### config.mk
export PLATFORM = sky130hd
export DESIGN_NAME = mem_net
export DESIGN_NICKNAME = d
export VERILOG_FILES = /design/src/rtl/memnet_pkg.sv /design/src/rtl/mem_req_to_net.sv /design/src/rtl/mem_resp_to_net.sv /design/src/rtl/ring_router.sv /design/src/rtl/mem_net.sv
export VERILOG_INCLUDE_DIRS = /design/src /design/src/rtl
export SDC_FILE = /design/constraint.sdc
export NUM_CORES = 1
export LEC_CHECK = 0
export BUFFER_PORTS_ARGS = -buffer_cell sky130_fd_sc_hd__buf_2
export CAP_MARGIN = 20
export CORE_MARGIN = 2
export CORE_UTILIZATION = 45
export DETAILED_ROUTE_END_ITERATION = 10
export PLACE_DENSITY_LB_ADDON = 0.12
export SYNTH_ARGS = -nofsm -noshare
export SYNTH_HDL_FRONTEND = slang
export SYNTH_HIERARCHICAL = 1
export SYNTH_SLANG_ARGS = --single-unit
### constraint.sdc
create_clock -name clk -period 8 [get_ports clk]
set_input_delay 0.8 -clock clk [delete_from_list [all_inputs] [get_ports clk]]
set_output_delay 0.8 -clock clk [all_outputs]
set_load 0.05 [all_outputs]
### src/rtl/memnet_cfg.svh
// network sizes for a fixed two-port ring with two cache banks
// processors must keep the top opaque bit at zero because it carries the source port
`ifndef MEMNET_CFG_SVH
`define MEMNET_CFG_SVH

// ============================================================
// topology
// ============================================================

`define MEMNET_NUM_PORTS 2

// ============================================================
// memory message fields
// ============================================================

`define MEMNET_OPAQUE_BITS 8
`define MEMNET_ADDR_BITS   32
`define MEMNET_DATA_BITS   32
`define MEMNET_LEN_BITS    2

// address bit that picks the bank in shared mode
`define MEMNET_BANK_BIT 4

// opaque bit replaced by the source port on entry
`define MEMNET_OPAQUE_SRC_BIT (`MEMNET_OPAQUE_BITS - 1)

`endif

### src/rtl/memnet_pkg.sv
// message types for the request and response rings
// port_id_t doubles as the domain id since port i always belongs to domain i
`include "memnet_cfg.svh"

package memnet_pkg;

	// port or domain number
	typedef logic [$clog2(`MEMNET_NUM_PORTS)-1:0] port_id_t;

	// ============================================================
	// memory messages
	// ============================================================

	// rw is 1 for a write
	typedef struct packed {
		logic                           rw;
		logic [`MEMNET_OPAQUE_BITS-1:0] opaque;
		logic [`MEMNET_ADDR_BITS-1:0]   addr;
		logic [`MEMNET_LEN_BITS-1:0]    len;
		logic [`MEMNET_DATA_BITS-1:0]   data;
	} mem_req_t;

	typedef struct packed {
		logic                           rw;
		logic [`MEMNET_OPAQUE_BITS-1:0] opaque;
		logic [`MEMNET_LEN_BITS-1:0]    len;
		logic                           fail;
		logic [`MEMNET_DATA_BITS-1:0]   data;
	} mem_resp_t;

	// ============================================================
	// ring messages
	// ============================================================

	// both ring structs keep dest as the routing field
	typedef struct packed {
		port_id_t dest;
		port_id_t src;
		port_id_t domain;
		mem_req_t req;
	} req_net_msg_t;

	typedef struct packed {
		port_id_t  dest;
		port_id_t  src;
		port_id_t  domain;
		mem_resp_t resp;
	} resp_net_msg_t;

endpackage

### src/rtl/mem_req_to_net.sv
// purely combinational; the opaque top bit of the request is overwritten
// mode 0 routes by the bank address bit, mode 1 keeps the request on its own bank
`timescale 1ns/1ps
`include "memnet_cfg.svh"

module mem_req_to_net
	import memnet_pkg::*;
(
	input  logic         mode,
	input  port_id_t     src,
	input  mem_req_t     mem_msg,
	output req_net_msg_t net_msg
);

	port_id_t bank;
	port_id_t dest;

	// bank selected by address in shared mode
	assign bank = mem_msg.addr[`MEMNET_BANK_BIT];

	// partitioned mode pins the request to the port's own bank
	assign dest = mode ? src : bank;

	always_comb begin
		net_msg        = '0;
		net_msg.dest   = dest;
		net_msg.src    = src;
		// each port is its own security domain
		net_msg.domain = src;
		net_msg.req    = mem_msg;

		// tag the request so the cache echo finds its way home
		net_msg.req.opaque[`MEMNET_OPAQUE_SRC_BIT] = src;
	end

endmodule

### src/rtl/mem_resp_to_net.sv
// purely combinational; dest comes from the opaque bit set by the request adapter
// in partitioned mode a cross-domain response leaves with fail set and no data
`timescale 1ns/1ps
`include "memnet_cfg.svh"

module mem_resp_to_net
	import memnet_pkg::*;
(
	input  logic          mode,
	input  port_id_t      src,
	input  mem_resp_t     mem_msg,
	input  port_id_t      domain,
	output resp_net_msg_t net_msg
);

	port_id_t dest;
	logic     blocked;

	// home port echoed back by the cache
	assign dest = mem_msg.opaque[`MEMNET_OPAQUE_SRC_BIT];

	// domain of the response must match the domain of the port it returns to
	assign blocked = mode && (domain != dest);

	always_comb begin
		net_msg        = '0;
		net_msg.dest   = dest;
		net_msg.src    = src;
		net_msg.domain = domain;
		net_msg.resp   = mem_msg;

		if (blocked) begin
			// no data may cross domains
			net_msg.resp.fail = 1'b1;
			net_msg.resp.data = '0;
		end
	end

endmodule

### src/rtl/ring_router.sv
// one node of a two-node ring; msg_t must hold a dest field of port_id_t
// eject and ring-out are registered, ring-in wins over inject for a shared register
`timescale 1ns/1ps
`include "memnet_cfg.svh"

module ring_router
	import memnet_pkg::*;
#(
	parameter type msg_t = req_net_msg_t
) (
	input  logic     clk,
	input  logic     rst,
	input  port_id_t node,

	// inject from the local adapter
	input  logic     inj_val,
	input  msg_t     inj_msg,
	output logic     inj_rdy,

	// from the previous node
	input  logic     ring_in_val,
	input  msg_t     ring_in_msg,
	output logic     ring_in_rdy,

	// to the next node
	output logic     ring_out_val,
	output msg_t     ring_out_msg,
	input  logic     ring_out_rdy,

	// eject to the local consumer
	output logic     ej_val,
	output msg_t     ej_msg,
	input  logic     ej_rdy
);

	logic ri_to_ej;
	logic inj_to_ej;
	logic ri_wants_ej;
	logic ri_wants_ro;
	logic ej_free;
	logic ro_free;
	logic ri_fire;
	logic inj_fire;
	logic ej_load_ri;
	logic ej_load_inj;
	logic ro_load_ri;
	logic ro_load_inj;

	// ============================================================
	// steering
	// ============================================================

	assign ri_to_ej  = (ring_in_msg.dest == node);
	assign inj_to_ej = (inj_msg.dest == node);

	assign ri_wants_ej = ring_in_val && ri_to_ej;
	assign ri_wants_ro = ring_in_val && !ri_to_ej;

	// a register is free when empty or draining this cycle
	assign ej_free = !ej_val || ej_rdy;
	assign ro_free = !ring_out_val || ring_out_rdy;

	// forwarding waits for an empty ring-out register
	// so rdy never closes a combinational path around the ring
	assign ring_in_rdy = ri_to_ej ? ej_free : !ring_out_val;

	// inject only takes a register that ring-in does not claim
	always_comb begin
		if (inj_to_ej) begin
			inj_rdy = ej_free && !ri_wants_ej;
		end else begin
			inj_rdy = ro_free && !ri_wants_ro;
		end
	end

	assign ri_fire  = ring_in_val && ring_in_rdy;
	assign inj_fire = inj_val && inj_rdy;

	assign ej_load_ri  = ri_fire && ri_to_ej;
	assign ej_load_inj = inj_fire && inj_to_ej;
	assign ro_load_ri  = ri_fire && !ri_to_ej;
	assign ro_load_inj = inj_fire && !inj_to_ej;

	// ============================================================
	// output registers
	// ============================================================

	always_ff @(posedge clk) begin
		if (rst) begin
			ej_val       <= 1'b0;
			ring_out_val <= 1'b0;
		end else begin
			if (ej_load_ri || ej_load_inj) begin
				ej_val <= 1'b1;
			end else if (ej_rdy) begin
				ej_val <= 1'b0;
			end

			if (ro_load_ri || ro_load_inj) begin
				ring_out_val <= 1'b1;
			end else if (ring_out_rdy) begin
				ring_out_val <= 1'b0;
			end
		end
	end

	// payload only moves on a load, otherwise it holds
	always_ff @(posedge clk) begin
		if (ej_load_ri) begin
			ej_msg <= ring_in_msg;
		end else if (ej_load_inj) begin
			ej_msg <= inj_msg;
		end

		if (ro_load_ri) begin
			ring_out_msg <= ring_in_msg;
		end else if (ro_load_inj) begin
			ring_out_msg <= inj_msg;
		end
	end

	// ============================================================
	// checks
	// ============================================================

	// a stalled eject keeps offering the same message
	ej_hold_a: assert property (@(posedge clk) disable iff (rst)
		ej_val && !ej_rdy |=> ej_val && $stable(ej_msg));

	// nothing leaves on the ring while reset is applied
	ro_reset_a: assert property (@(posedge clk)
		rst |=> !ring_out_val);

endmodule

### src/rtl/mem_net.sv
// two-port memory network with one ring for requests and one for responses
// mode 0 shares banks by address, mode 1 partitions by domain
// mode may only change while both rings are empty
`timescale 1ns/1ps
`include "memnet_cfg.svh"

module mem_net
	import memnet_pkg::*;
(
	input  logic      clk,
	input  logic      rst,
	input  logic      mode,

	// port 0
	input  logic      req_in_val_p0,
	output logic      req_in_rdy_p0,
	input  mem_req_t  req_in_msg_p0,

	output logic      req_out_val_p0,
	input  logic      req_out_rdy_p0,
	output mem_req_t  req_out_msg_p0,
	output port_id_t  req_out_domain_p0,

	input  logic      resp_in_val_p0,
	output logic      resp_in_rdy_p0,
	input  mem_resp_t resp_in_msg_p0,
	input  port_id_t  resp_in_domain_p0,

	output logic      resp_out_val_p0,
	input  logic      resp_out_rdy_p0,
	output mem_resp_t resp_out_msg_p0,
	output port_id_t  resp_out_domain_p0,

	// port 1
	input  logic      req_in_val_p1,
	output logic      req_in_rdy_p1,
	input  mem_req_t  req_in_msg_p1,

	output logic      req_out_val_p1,
	input  logic      req_out_rdy_p1,
	output mem_req_t  req_out_msg_p1,
	output port_id_t  req_out_domain_p1,

	input  logic      resp_in_val_p1,
	output logic      resp_in_rdy_p1,
	input  mem_resp_t resp_in_msg_p1,
	input  port_id_t  resp_in_domain_p1,

	output logic      resp_out_val_p1,
	input  logic      resp_out_rdy_p1,
	output mem_resp_t resp_out_msg_p1,
	output port_id_t  resp_out_domain_p1
);

	// node ids shared by adapters and routers
	port_id_t node_p0;
	port_id_t node_p1;

	req_net_msg_t  req_net_in_p0;
	req_net_msg_t  req_net_in_p1;
	req_net_msg_t  req_net_out_p0;
	req_net_msg_t  req_net_out_p1;
	resp_net_msg_t resp_net_in_p0;
	resp_net_msg_t resp_net_in_p1;
	resp_net_msg_t resp_net_out_p0;
	resp_net_msg_t resp_net_out_p1;

	// ring links, named by direction
	logic          req_ring_val_01;
	logic          req_ring_rdy_01;
	req_net_msg_t  req_ring_msg_01;
	logic          req_ring_val_10;
	logic          req_ring_rdy_10;
	req_net_msg_t  req_ring_msg_10;
	logic          resp_ring_val_01;
	logic          resp_ring_rdy_01;
	resp_net_msg_t resp_ring_msg_01;
	logic          resp_ring_val_10;
	logic          resp_ring_rdy_10;
	resp_net_msg_t resp_ring_msg_10;

	assign node_p0 = 1'b0;
	assign node_p1 = 1'b1;

	// ============================================================
	// adapters
	// ============================================================

	mem_req_to_net u_req_adapt_p0 (
		.mode(mode), .src(node_p0), .mem_msg(req_in_msg_p0), .net_msg(req_net_in_p0)
	);

	mem_req_to_net u_req_adapt_p1 (
		.mode(mode), .src(node_p1), .mem_msg(req_in_msg_p1), .net_msg(req_net_in_p1)
	);

	mem_resp_to_net u_resp_adapt_p0 (
		.mode(mode), .src(node_p0), .mem_msg(resp_in_msg_p0),
		.domain(resp_in_domain_p0), .net_msg(resp_net_in_p0)
	);

	mem_resp_to_net u_resp_adapt_p1 (
		.mode(mode), .src(node_p1), .mem_msg(resp_in_msg_p1),
		.domain(resp_in_domain_p1), .net_msg(resp_net_in_p1)
	);

	// ============================================================
	// request ring
	// ============================================================

	ring_router #(.msg_t(req_net_msg_t)) u_req_router_p0 (
		.clk(clk), .rst(rst), .node(node_p0),
		.inj_val(req_in_val_p0), .inj_msg(req_net_in_p0), .inj_rdy(req_in_rdy_p0),
		.ring_in_val(req_ring_val_10), .ring_in_msg(req_ring_msg_10),
		.ring_in_rdy(req_ring_rdy_10),
		.ring_out_val(req_ring_val_01), .ring_out_msg(req_ring_msg_01),
		.ring_out_rdy(req_ring_rdy_01),
		.ej_val(req_out_val_p0), .ej_msg(req_net_out_p0), .ej_rdy(req_out_rdy_p0)
	);

	ring_router #(.msg_t(req_net_msg_t)) u_req_router_p1 (
		.clk(clk), .rst(rst), .node(node_p1),
		.inj_val(req_in_val_p1), .inj_msg(req_net_in_p1), .inj_rdy(req_in_rdy_p1),
		.ring_in_val(req_ring_val_01), .ring_in_msg(req_ring_msg_01),
		.ring_in_rdy(req_ring_rdy_01),
		.ring_out_val(req_ring_val_10), .ring_out_msg(req_ring_msg_10),
		.ring_out_rdy(req_ring_rdy_10),
		.ej_val(req_out_val_p1), .ej_msg(req_net_out_p1), .ej_rdy(req_out_rdy_p1)
	);

	// ============================================================
	// response ring
	// ============================================================

	ring_router #(.msg_t(resp_net_msg_t)) u_resp_router_p0 (
		.clk(clk), .rst(rst), .node(node_p0),
		.inj_val(resp_in_val_p0), .inj_msg(resp_net_in_p0), .inj_rdy(resp_in_rdy_p0),
		.ring_in_val(resp_ring_val_10), .ring_in_msg(resp_ring_msg_10),
		.ring_in_rdy(resp_ring_rdy_10),
		.ring_out_val(resp_ring_val_01), .ring_out_msg(resp_ring_msg_01),
		.ring_out_rdy(resp_ring_rdy_01),
		.ej_val(resp_out_val_p0), .ej_msg(resp_net_out_p0), .ej_rdy(resp_out_rdy_p0)
	);

	ring_router #(.msg_t(resp_net_msg_t)) u_resp_router_p1 (
		.clk(clk), .rst(rst), .node(node_p1),
		.inj_val(resp_in_val_p1), .inj_msg(resp_net_in_p1), .inj_rdy(resp_in_rdy_p1),
		.ring_in_val(resp_ring_val_01), .ring_in_msg(resp_ring_msg_01),
		.ring_in_rdy(resp_ring_rdy_01),
		.ring_out_val(resp_ring_val_10), .ring_out_msg(resp_ring_msg_10),
		.ring_out_rdy(resp_ring_rdy_10),
		.ej_val(resp_out_val_p1), .ej_msg(resp_net_out_p1), .ej_rdy(resp_out_rdy_p1)
	);

	// split ejected ring messages into port fields
	assign req_out_msg_p0     = req_net_out_p0.req;
	assign req_out_domain_p0  = req_net_out_p0.domain;
	assign req_out_msg_p1     = req_net_out_p1.req;
	assign req_out_domain_p1  = req_net_out_p1.domain;
	assign resp_out_msg_p0    = resp_net_out_p0.resp;
	assign resp_out_domain_p0 = resp_net_out_p0.domain;
	assign resp_out_msg_p1    = resp_net_out_p1.resp;
	assign resp_out_domain_p1 = resp_net_out_p1.domain;

endmodule

**Yosys cells after proc, flatten, opt, wreduce, memory -nomap -nowiden**

Cells that the tools add are included.
Widths: inputs -> output; s select.

- Equality and inequality tests: 2
- Muxes and demuxes: 44
- Bitwise gates (word level): 4
- Reduce and logical (&&, ||, !) cells: 94

Operator list:

| operator | number |
|---|---|
| $mux 78 | 4 |
| $mux 76 | 4 |
| $mux 47 | 4 |
| $mux 45 | 4 |
| $mux 33 | 2 |
| $logic_and 1x1->1 | 42 |
| $reduce_bool 2->1 | 16 |
| $mux 1 | 26 |
| $logic_not 1->1 | 20 |
| $logic_or 1x1->1 | 16 |
| $not 1->1 | 4 |
| $ne 1x1->1 | 2 |

- Register bits: 500
- Input port bits: 251
- Output and inout port bits: 250
- Word-level logic and storage cells: 208

**Logic depth before layout (Yosys ltp)**

Gate-level depths: netlist (run 1).

- Depth in word-level cells: 10
- Mapped depth: 6
- Depth with buffers taken out: 5

**Cells and area by module**

Netlist (run 1), hierarchy kept.

Modules (own cells, without submodules):

| module | times used | cells an instance | area an instance (um^2) | sequential area each (um^2) |
|---|---|---|---|---|
| ring_router at u_req_router_p0 ... | 2 | 351 | 7053.0 | 4724.5 |
| ring_router at u_resp_router_p0 ... | 2 | 221 | 4146.5 | 2862.7 |
| mem_req_to_net | 2 | 79 | 600.6 | 0.0 |
| mem_resp_to_net | 2 | 54 | 426.7 | 0.0 |
| mem_net | 1 | 2 | 7.5 | 0.0 |

**Least setup slack after synthesis (run 1)**

OpenSTA, ideal clock, no wires.

- Path kind: input -> register
- From: input mode
- To: register u_req_router_p0/ej_msg[0] (netlist name), enable pin
- Library setup time: 0.622 ns
- Arrival time: 7.002 ns
- Data required time: 7.378 ns
- Path slack: 0.376 ns
- Cell stages on the path: 5
- Path buffers: 1
- Path through: mux2_4 > buf_4 > xnor2_1 > nand2_1 > o21ai_0

RTL lines:

| element | line | text |
|---|---|---|
| from (decl) | mem_net.sv:12 | `input logic mode,` |
| to (signal assigned) | ring_router.sv:110 | `ej_msg <= ring_in_msg;` |
| to (signal assigned) | ring_router.sv:112 | `ej_msg <= inj_msg;` |
| to (decl) | ring_router.sv:32 | `output msg_t ej_msg,` |

==> run summary, run 1 <==
The total power divided by cell area was 257 mW/mm^2; the initial core utilization was 45.5%. The cell count after synthesis came out at 1,384. The count of cells in the finished layout, fillers not included, comes to 2,468.

The H-tree depth was 2. The tree built by TritonCTS fans out to 496 sinks. At the end of the flow, the number of nets in the layout was 1,983. For the number of hold-slack violations in the final timing report, the log shows 0. Prior to clock tree synthesis, the placed netlist has a worst setup slack of 4360 ps. The number of gates resized after CTS was 0. The worst setup path is launched from an input pin. The total wirelength of the detailed-routed design came out at 58.9 mm. TritonCTS built the clock tree. In this run the critical register-to-register path is captured at u_req_router_p0/ring_out_msg[21]. The normalized max-slew margin is 37.2%, and the maximum buffer depth of the clock tree is 3.

Number of global-route vias before repair: 13,198. Required time of the worst setup path: 7200 ps. Number of antenna violations at the first check in global routing: 26. IR analysis of the VDD net gives a maximum drop of 0.179 mV.

The full die area is 0.0550 mm^2, and the post-DP HPWL is 36.6 mm. The post-detailed-route via-to-cell ratio is 5.17, and the worst-case register-to-register setup slack is 5010 ps. Static timing analysis puts the maximum clock frequency at 277 MHz. The worst path meets setup with 4390 ps of slack.

In the global route stage, overall resource usage came out at 20.8%. The first global-routing pass estimated 84.8 mm of wire. The number of buffers inserted by hold repair at cts is 0. The run gives 0.0239 mm^2 as the post-synthesis cell area. Entering global routing, the biggest net connects 69 pins. The first detailed-routing pass took 5 iterations. Setup repair after global routing left no endpoint under its margin. Of the cells placed in the final design, the portion with a size suffix greater than 1 is 62.5%. The tightest min-delay check is of the in2reg type. The count of nets left with antenna violations after detail routing came out at 0. For the clock network latency to the later pin of the worst-skew pair, the log shows 590 ps. The routed layout has 12,770 vias. The run finished with clean final reports. Post-CTS setup-driven buffer insertion count: 0. For the worst flop-to-flop path, the logic depth is 4.

For hold timing, the worst endpoint is u_req_router_p0/ring_out_msg[65]. Counting instances, the worst hold path has a depth of 2. For this run, the share of the core covered by cells in the final layout is 52.2%.

The floorplan step set the die height to 235 um. The final design area excluding fillers came out at 0.0274 mm^2. Type of the worst setup path: in2out. For this design the top-level I/O count stands at 501. Dividing the detail-routed wire length by the instance count gives 23.8 um.

The worst clock skew is 12.4 ps, and the final cycle utilization of the critical path is 45.1%. The start point of the worst min-delay path is req_in_msg_p0[65]. The area added between synthesis and finish was 14.6%; the DRC violation total after the first TritonRoute iteration was 839. The worst setup path is captured at an output port. In this run the worst path has a maximum fanout of 68.

The accumulated negative setup slack came out at 0 ps. For the placed cell area, the log shows 0.0258 mm^2. After floorplanning, the core was sized to cover 0.0526 mm^2. For the total overflow reported by the global router, the log shows 0.

The logs give 0.761 for the global placement routability congestion and 2,363 for the number of cells in the design after placement. The transition time at the pin with the least slew margin came out at 943 ps. Library cell used as clock root buffer: sky130_fd_sc_hd__clkbuf_16.

The total of endpoints with negative setup slack in the final report is 0. The startpoint identified for the worst register-to-register timing path is u_req_router_p1/ring_out_msg[77]. The count of pins over their slew limit is 0, and the number of maximum-capacitance violations is 0. Clock-pin slew was measured on the worst setup and hold paths at 60 ps. The routed design could run at a clock period as short as 3610 ps.

For the post-route DRC violation count, the log shows 0. The die width was 235 um; the number of placement rows was 84. The number of buffer cells added on primary ports came out at 498. For the standby leakage power, the log shows 11.0 nW.

The post-synthesis average cell area came out at 17.3 um^2. STA puts the critical path data arrival time at 2810 ps. During synthesis, Yosys emitted a total of 6 warnings.

The number of clock buffers added by TritonCTS is 55.
-- sequential cells by signal, summed over array words and instances (netlist names) --
register and count:
u_req_router_p0/ring_out_msg 77, u_req_router_p1/ring_out_msg 77, u_resp_router_p0/ring_out_val 1, u_req_router_p1/ej_val 1
u_req_router_p0/ring_out_val 1, u_resp_router_p1/ring_out_val 1, u_resp_router_p1/ej_val 1, u_resp_router_p1/ring_out_msg 46
u_resp_router_p0/ring_out_msg 46, u_resp_router_p0/ej_val 1, u_req_router_p1/ej_msg 76, u_resp_router_p0/ej_msg 45
u_resp_router_p1/ej_msg 45, u_req_router_p1/ring_out_val 1, u_req_router_p0/ej_msg 76, u_req_router_p0/ej_val 1
-- per-stage QoR --
stage / hold WS [ps] / total power [mW]
after floorplan: 547 / 4.50
after global placement: 549 / 4.78
after detailed placement: 560 / 4.79
after CTS: 476 / 7.14
after global routing: 491 / 7.33
final: 524 / 7.06
-- how the worst max path moves through the flow --
stage	startpoint	endpoint	cells after the start
6_report	mode	req_in_rdy_p0	7
5_1_grt	mode	req_in_rdy_p0	7
4_1_cts	mode	req_in_rdy_p0	7
3_5_place_dp	mode	req_in_rdy_p0	7
3_3_place_gp	mode	req_in_rdy_p0	7
2_1_floorplan	mode	u_req_router_p1/ring_out_msg[0]	5
-- layout make-up --
cell class | instances | area (um^2)
fillers | 4419 | 25100
flip-flops and latches | 496 | 14800
multi-input cells | 652 | 7420
diodes | 9 | 22.5
repair buffers | 523 | 2680
clock inverters | 32 | 198
inverters | 4 | 15.0
clock buffers | 64 | 1410
well taps | 688 | 861
-- worst max-delay path, cell delays in order --
cell                       delay (ps)
sky130_fd_sc_hd__buf_2             70
sky130_fd_sc_hd__buf_4            660
sky130_fd_sc_hd__mux2_4           390
sky130_fd_sc_hd__xnor2_1          240
sky130_fd_sc_hd__nor2_1            80
sky130_fd_sc_hd__a221oi_1         200
sky130_fd_sc_hd__buf_2            340
-- routing by layer --
layer	GRT usage (%)	wire length (um)
met1	26.4	24100
met2	34.0	28400
met3	7.42	5060
met4	5.37	1120
met5	0	225
-- power by group --
| part | total, mW | internal (mW) | switching, mW |
|---|---|---|---|
| clock | 2.33 | 1.31 | 1.01 |
| sequential | 3.34 | 3.24 | 0.100 |
| combinational | 1.39 | 0.449 | 0.939 |
-- layout by cell type, fill, tap and decap left out, drive strengths merged, types with 5 or more instances in the layout --
cell	n
buf	523
mux2	490
edfxtp	488
clkbuf	64
a21boi	64
clkinv	27
conb	18
xnor2	12
diode	9
nor2b	8
o21ai	8
a21oi	8
dfxtp	8
xor2	6
inv	5
(Power assumes the default switching activity.)
==> run 2: changes to the inputs <==
clock period = 3 ns   (was 8 ns; I/O delays follow)
==> run summary, run 2 (same netlist as run 1, synthesis figures left out) <==
For the total wirelength of the detailed-routed design, the log shows 60.2 mm (+2.3%). The count of nets after finishing came out at 2,134 (+7.6%). The worst-case vdd ir drop is 0.442 mV (+150%), and the total of endpoints with negative setup slack in the final report is 0 (unchanged).

The transition time at the pin with the least slew margin came out at 815 ps (-127 ps). The overall via count from detail_route was 13,287 (+4.0%). For the highest achievable clock rate, the log shows 371 MHz. The run gives 4 (-1) as the number of detailed-route iterations in the first pass. STA classifies the critical path endpoint as an output port. The vertical die dimension was 235 um (unchanged).

The post-DP HPWL was 37.7 mm (+3.0%); the setup slack after layout was 305 ps (-4080 ps). The largest net degree at the start of global routing is 77 (+12%), and the total clock sinks is 496 (unchanged). The worst hold slack is 34.4 ps (-490 ps). In the final layout, the registers with the most flip-flops are u_req_router_p0/ring_out_msg: 77 flops, u_req_router_p1/ring_out_msg: 77 flops.

The library cell used most frequently in the layout, excluding fill and tap cells, is sky130_fd_sc_hd__buf_2. The total overflow reported by the global router is 0 (unchanged), and the count of pins over their slew limit is 0 (unchanged). The data arrival time of the worst path is 2390 ps (-420 ps). Initial core utilization: 45.5% (unchanged). The full die area came out at 0.0550 mm^2 (unchanged). In the layout the commonest cells are sky130_fd_sc_hd__buf_2 (498), sky130_fd_sc_hd__edfxtp_1 (488), sky130_fd_sc_hd__mux2_2 (320), sky130_fd_sc_hd__mux2_4 (170), sky130_fd_sc_hd__dlygate4sd3_1 (142).

The overall fraction of global-route tracks in use is 21.2% (+0.34 points). The number of global-route vias before repair came out at 14,151 (+7.2%). The final cycle utilization of the critical path is 89.8%. Die width: 235 um (unchanged).

TritonCTS built the clock tree. The clock period could shrink to 2690 ps. The accumulated negative setup slack came out at 0 ps (unchanged). The tools report the global-route wire length before repair as 86.8 mm (+2.4%). The tools report the required time of the worst setup path as 2700 ps (-4500 ps).

The tightest min-delay check is of the in2reg type. The number of placement rows is 84 (unchanged). Number of buffer cells added on primary ports: 498 (unchanged). The total power divided by cell area is 673 mW/mm^2 (+160%), and the area of the core is 0.0526 mm^2 (unchanged). The logs give 11.9 nW (+7.5%) for the standby leakage power and 55.8% (+3.7 points) for the utilization after layout. For the post-route DRC violation count, the log shows 0 (unchanged). The tools report the number of hold-slack violations in the final timing report as 0 (unchanged).

The number of maximum-capacitance violations is 0 (unchanged). The setup slack after placement is 582 ps (-3780 ps), and the number of antenna violations at the first check in global routing is 12 (-54%). The area added between synthesis and finish is 22.7%, and the worst clock skew is 20.8 ps (+8.43 ps). Setup repair after global routing left no endpoint under its margin. The maximum buffer depth of the clock tree is 3 (unchanged), and the DRC violation total after the first TritonRoute iteration is 619 (-26%). The run gives 0 (unchanged) as the count of nets left with antenna violations after detail routing. The critical path is of the reg2out type. The count of pins on the block boundary is 501 (unchanged).

Global placement routability congestion: 0.773 (+1.6%). The post-detailed-route via-to-cell ratio is 5.07 (-2.1%). The tools report the CTS buffer count as 55 (unchanged). Wire length per cell: 23.0 um (-3.7%).

The normalized max-slew margin was 45.6% (+8.5 points); the maximum fanout along the worst path was 5 (-93%). Clock tree synthesis selected as its root buffer the cell sky130_fd_sc_hd__clkbuf_16. The H-tree depth was 2 (unchanged).

The register clock-pin slew on the reported worst setup and hold paths came out at 60 ps (about the same). For the clock network latency to the later pin of the worst-skew pair, the log shows 600 ps (about the same). STA classifies the critical path startpoint as a flop. The fraction of layout instances using a drive strength above 1 was 58.4% (-4.1 points).

The run finished with clean final reports.
[run 2: repair_timing]
item                       4_1_cts  5_1_grt
buffers inserted                 0        0
hold endpoints to repair       243        0
gates resized for setup          0        1
hold buffers                   142        0
setup endpoints to repair        0        1
[run 2: worst paths after layout]
path,endpoint,slack (ps),startpoint,cells after the start
worst max-delay path,resp_in_rdy_p1,310,u_resp_router_p1/ring_out_msg[46],6
worst min-delay path,u_resp_router_p1/ring_out_msg[38],30,resp_in_msg_p1[38],2
worst max register to register,u_resp_router_p1/ring_out_msg[6],700,u_resp_router_p0/ring_out_msg[46],4
worst min register to register,u_resp_router_p0/ej_msg[25],570,u_resp_router_p1/ring_out_msg[25],1
[run 2: cell type report]
type                            instances  area, um^2
Antenna cell                            8        20.0
Fill cell                            4282       23200
Sequential cell                       496       14800
Clock inverter                         37         375
Inverter                                4        15.0
Multi-Input combinational cell        652        7410
Clock buffer                           63        1450
Tap cell                              688         861
Timing Repair Buffer                  674        4390
[run 2: through the flow]
step | cells | instance area, um^2 | power, mW
floorplan | 1400 | 24000 | 11.9
global placement | 2372 | 26100 | 12.8
detailed placement | 2372 | 26100 | 12.9
CTS | 2614 | 29300 | 20.0
global route | 2619 | 29300 | 20.5
finish | 2622 | 29300 | 19.7
[run 2: worst max-delay path, cell delays in order (launching register included)]
cell	delay [ps]
sky130_fd_sc_hd__edfxtp_1	470
sky130_fd_sc_hd__xnor2_2	290
sky130_fd_sc_hd__mux2i_1	250
sky130_fd_sc_hd__nand2b_1	170
sky130_fd_sc_hd__nor2_1	50
sky130_fd_sc_hd__a221oi_1	230
sky130_fd_sc_hd__buf_2	340
[run 2: per-layer routing]
layer	global-route usage (%)	routed length [um]	up-vias
met5	0	56	-
met4	6.21	1470	10
met3	6.66	4930	93
met2	35.1	29200	426
met1	26.6	24600	6670
li1	-	-	6088
[run 2: report_power, final]
part | total [mW] | switching, mW | internal (mW)
Combinational | 3.95 | 2.56 | 1.39
Sequential | 8.92 | 0.281 | 8.64
Clock | 6.88 | 2.76 | 4.12
Total | 19.7 | 5.60 | 14.1
==> run 3: changes to the inputs <==
RECOVER_POWER = 25   (was not set)
==> run summary, run 3 (same netlist as run 1, synthesis figures left out) <==
The run finished with clean final reports. The fraction of layout instances using a drive strength above 1 is 44.4% (-14 points), and the largest net degree at the start of global routing is 77 (unchanged). The number of hold-slack violations in the final timing report is 0 (unchanged).

The area added between synthesis and finish was 21.0%; the area of the core was 0.0526 mm^2 (unchanged). The count of non-filler cells in the finished layout was 2,622 (unchanged). The maximum fanout along the worst path works out to 5 (unchanged).

Total power divided by cell area: 679 mW/mm^2 (+0.82%). The vertical die dimension works out to 235 um (unchanged). The tools report the placed cell area as 0.0261 mm^2 (unchanged). Number of detailed-route iterations in the first pass: 5 (+1). The global-route wire length before repair was 86.8 mm (unchanged); the number of maximum-capacitance violations was 0 (unchanged). Largest incremental delay on the critical path: 430 ps (-40 ps). The run gives 31.2 ps (-3.17 ps) as the worst hold slack. The total wirelength of the detailed-routed design was 60.3 mm (+0.13%). The largest registers in the layout are u_req_router_p0/ring_out_msg: 77 flops, u_req_router_p1/ring_out_msg: 77 flops. Among all stages on the critical path, the largest delay is contributed by sky130_fd_sc_hd__edfxtp_1. The run gives 2700 ps (about the same) as the required time of the worst setup path. The normalized max-slew margin is 17.6% (-28 points). Worst hold path class: in2reg. The total power was 19.6 mW (-0.56%).

The clock period minus worst slack was 2710 ps (+16.6 ps); the count of nets after finishing was 2,134 (unchanged). The CTS buffer count is 55 (unchanged). The count of pins on the block boundary is 501 (unchanged). For the worst clock skew, the log shows 20.9 ps (+0.0901 ps). The post-CTS setup-driven buffer insertion count was 0 (unchanged). Overall via count from detail_route: 13,358 (+0.53%). The utilization after layout was 55.1% (-0.76 points); the number of buffer cells added on primary ports was 498 (unchanged). The DRC violation total after the first TritonRoute iteration is 649 (+4.8%), and the total clock sinks is 496 (unchanged).

The die width is 235 um (unchanged), and the total of endpoints with negative setup slack in the final report is 0 (unchanged). The post-detailed-route via-to-cell ratio was 5.09 (+0.53%). The number of cells in the design after placement was 2,372 (unchanged). The run gives 600 ps (about the same) as the clock network latency to the later pin of the worst-skew pair. The post-DP HPWL is 37.7 mm (unchanged). The commonest non-fill, non-tap cell in the layout was sky130_fd_sc_hd__edfxtp_1. TritonCTS built the clock tree. The number of antenna violations at the first check in global routing is 12 (unchanged). The worst hold path begins at req_in_msg_p1[56]. The H-tree depth was 2 (unchanged).

The run gives 0.0289 mm^2 (-1.4%) as the final design area excluding fillers. For the accumulated negative setup slack, the log shows 0 ps (unchanged). The run gives 11.1 nW (-6.8%) as the standby leakage power. The final cycle utilization of the critical path was 90.4% (+0.55 points); the overall fraction of global-route tracks in use was 21.2% (unchanged). Register clock-pin slew on the reported worst setup and hold paths: 60 ps (about the same).

Walking the worst path, the cells encountered are xnor2_1 > mux2i_1 > nand2b_1 > nor2_1 > a221oi_1 > buf_2. The post-route DRC violation count was 0 (unchanged); the highest achievable clock rate was 369 MHz (-0.61%). The wire length per cell works out to 23.0 um (+0.13%).

In the layout the commonest cells are sky130_fd_sc_hd__edfxtp_1 (488), sky130_fd_sc_hd__mux2_2 (320), sky130_fd_sc_hd__clkbuf_1 (254), sky130_fd_sc_hd__buf_2 (252), sky130_fd_sc_hd__mux2_4 (152). STA classifies the critical path endpoint as an output port. The worst reg2reg path startpoint is u_resp_router_p0/ring_out_msg[46]. The run gives 582 ps (unchanged) as the setup slack after placement.

Setup repair after global routing left no endpoint under its margin. The logs give 0.0550 mm^2 (unchanged) for the full die area and 45.5% (unchanged) for the initial core utilization. The maximum buffer depth of the clock tree came out at 3 (unchanged). For the number of global-route vias before repair, the log shows 14,151 (unchanged). STA classifies the critical path startpoint as a flop. The logs give 84 (unchanged) for the number of placement rows and 0 (unchanged) for the count of nets left with antenna violations after detail routing.

The tools report the data arrival time of the worst path as 2410 ps (+20 ps). Global placement routability congestion: 0.773 (unchanged). Clock tree synthesis selected as its root buffer the cell sky130_fd_sc_hd__clkbuf_16.

The worst-case vdd ir drop is 0.443 mV (+0.24%). The type of the worst setup path was reg2out. The transition time at the pin with the least slew margin was 1240 ps (+421 ps). Count of pins over their slew limit: 0 (unchanged). Worst setup path startpoint: u_req_router_p1/ring_out_msg[77].

The total overflow reported by the global router was 0 (unchanged); the setup slack after layout was 288 ps (-16.6 ps).
[run 3: changes by cell type in the layout (fill, tap and decap cells not counted), sizes merged]
cell    change
buf       -249
clkbuf    +249
[run 3: path summary, 6_finish.rpt]
kind / to / cells past startpoint / slack [ps]
min: u_req_router_p1/ring_out_msg[56] / 2 / 30
max reg2reg: u_resp_router_p1/ring_out_msg[6] / 4 / 470
max: req_in_rdy_p1 / 6 / 290
min reg2reg: u_req_router_p1/ring_out_msg[6] / 1 / 560
[run 3: area by class of cell]
class / count / area, um^2
fill: 4428 / 23600
sequential: 496 / 14800
multi-input combinational: 652 / 7330
timing repair buffer: 674 / 4080
clock buffer: 63 / 1450
tap: 688 / 861
clock inverter: 37 / 375
antenna: 8 / 20.0
inverter: 4 / 15.0
[run 3: power by group]
| part | switching [mW] | internal [mW] |
|---|---|---|
| sequential | 0.290 | 8.64 |
| combinational | 2.56 | 1.27 |
| clock | 2.76 | 4.12 |
| total | 5.61 | 14.0 |
[run 3: worst max-delay path, delay by kind of cell, from the launching register on]
family	cells	cell delay [ps]
flip-flops	1	430
XOR/XNOR	1	390
buffers and inverters	1	340
multiplexers	1	260
AO/OA/AOI/OAI	1	220
AND/OR/NAND/NOR	2	180
[run 3: layer usage]
layer  part of all wire, %  wire [um]  GRT usage, %
met1                    41      24700          26.6
met2                    48      28900          35.1
met3                   8.2       4970          6.66
met4                   2.6       1590          6.21
met5                 0.093         56             0
[run 3: what timing repair did]
| item | in CTS | in global routing |
|---|---|---|
| gates resized for setup | 0 | 1 |
| hold buffers | 142 | 0 |
| endpoints found under the setup margin | 0 | 1 |
| hold endpoints to repair | 243 | 0 |
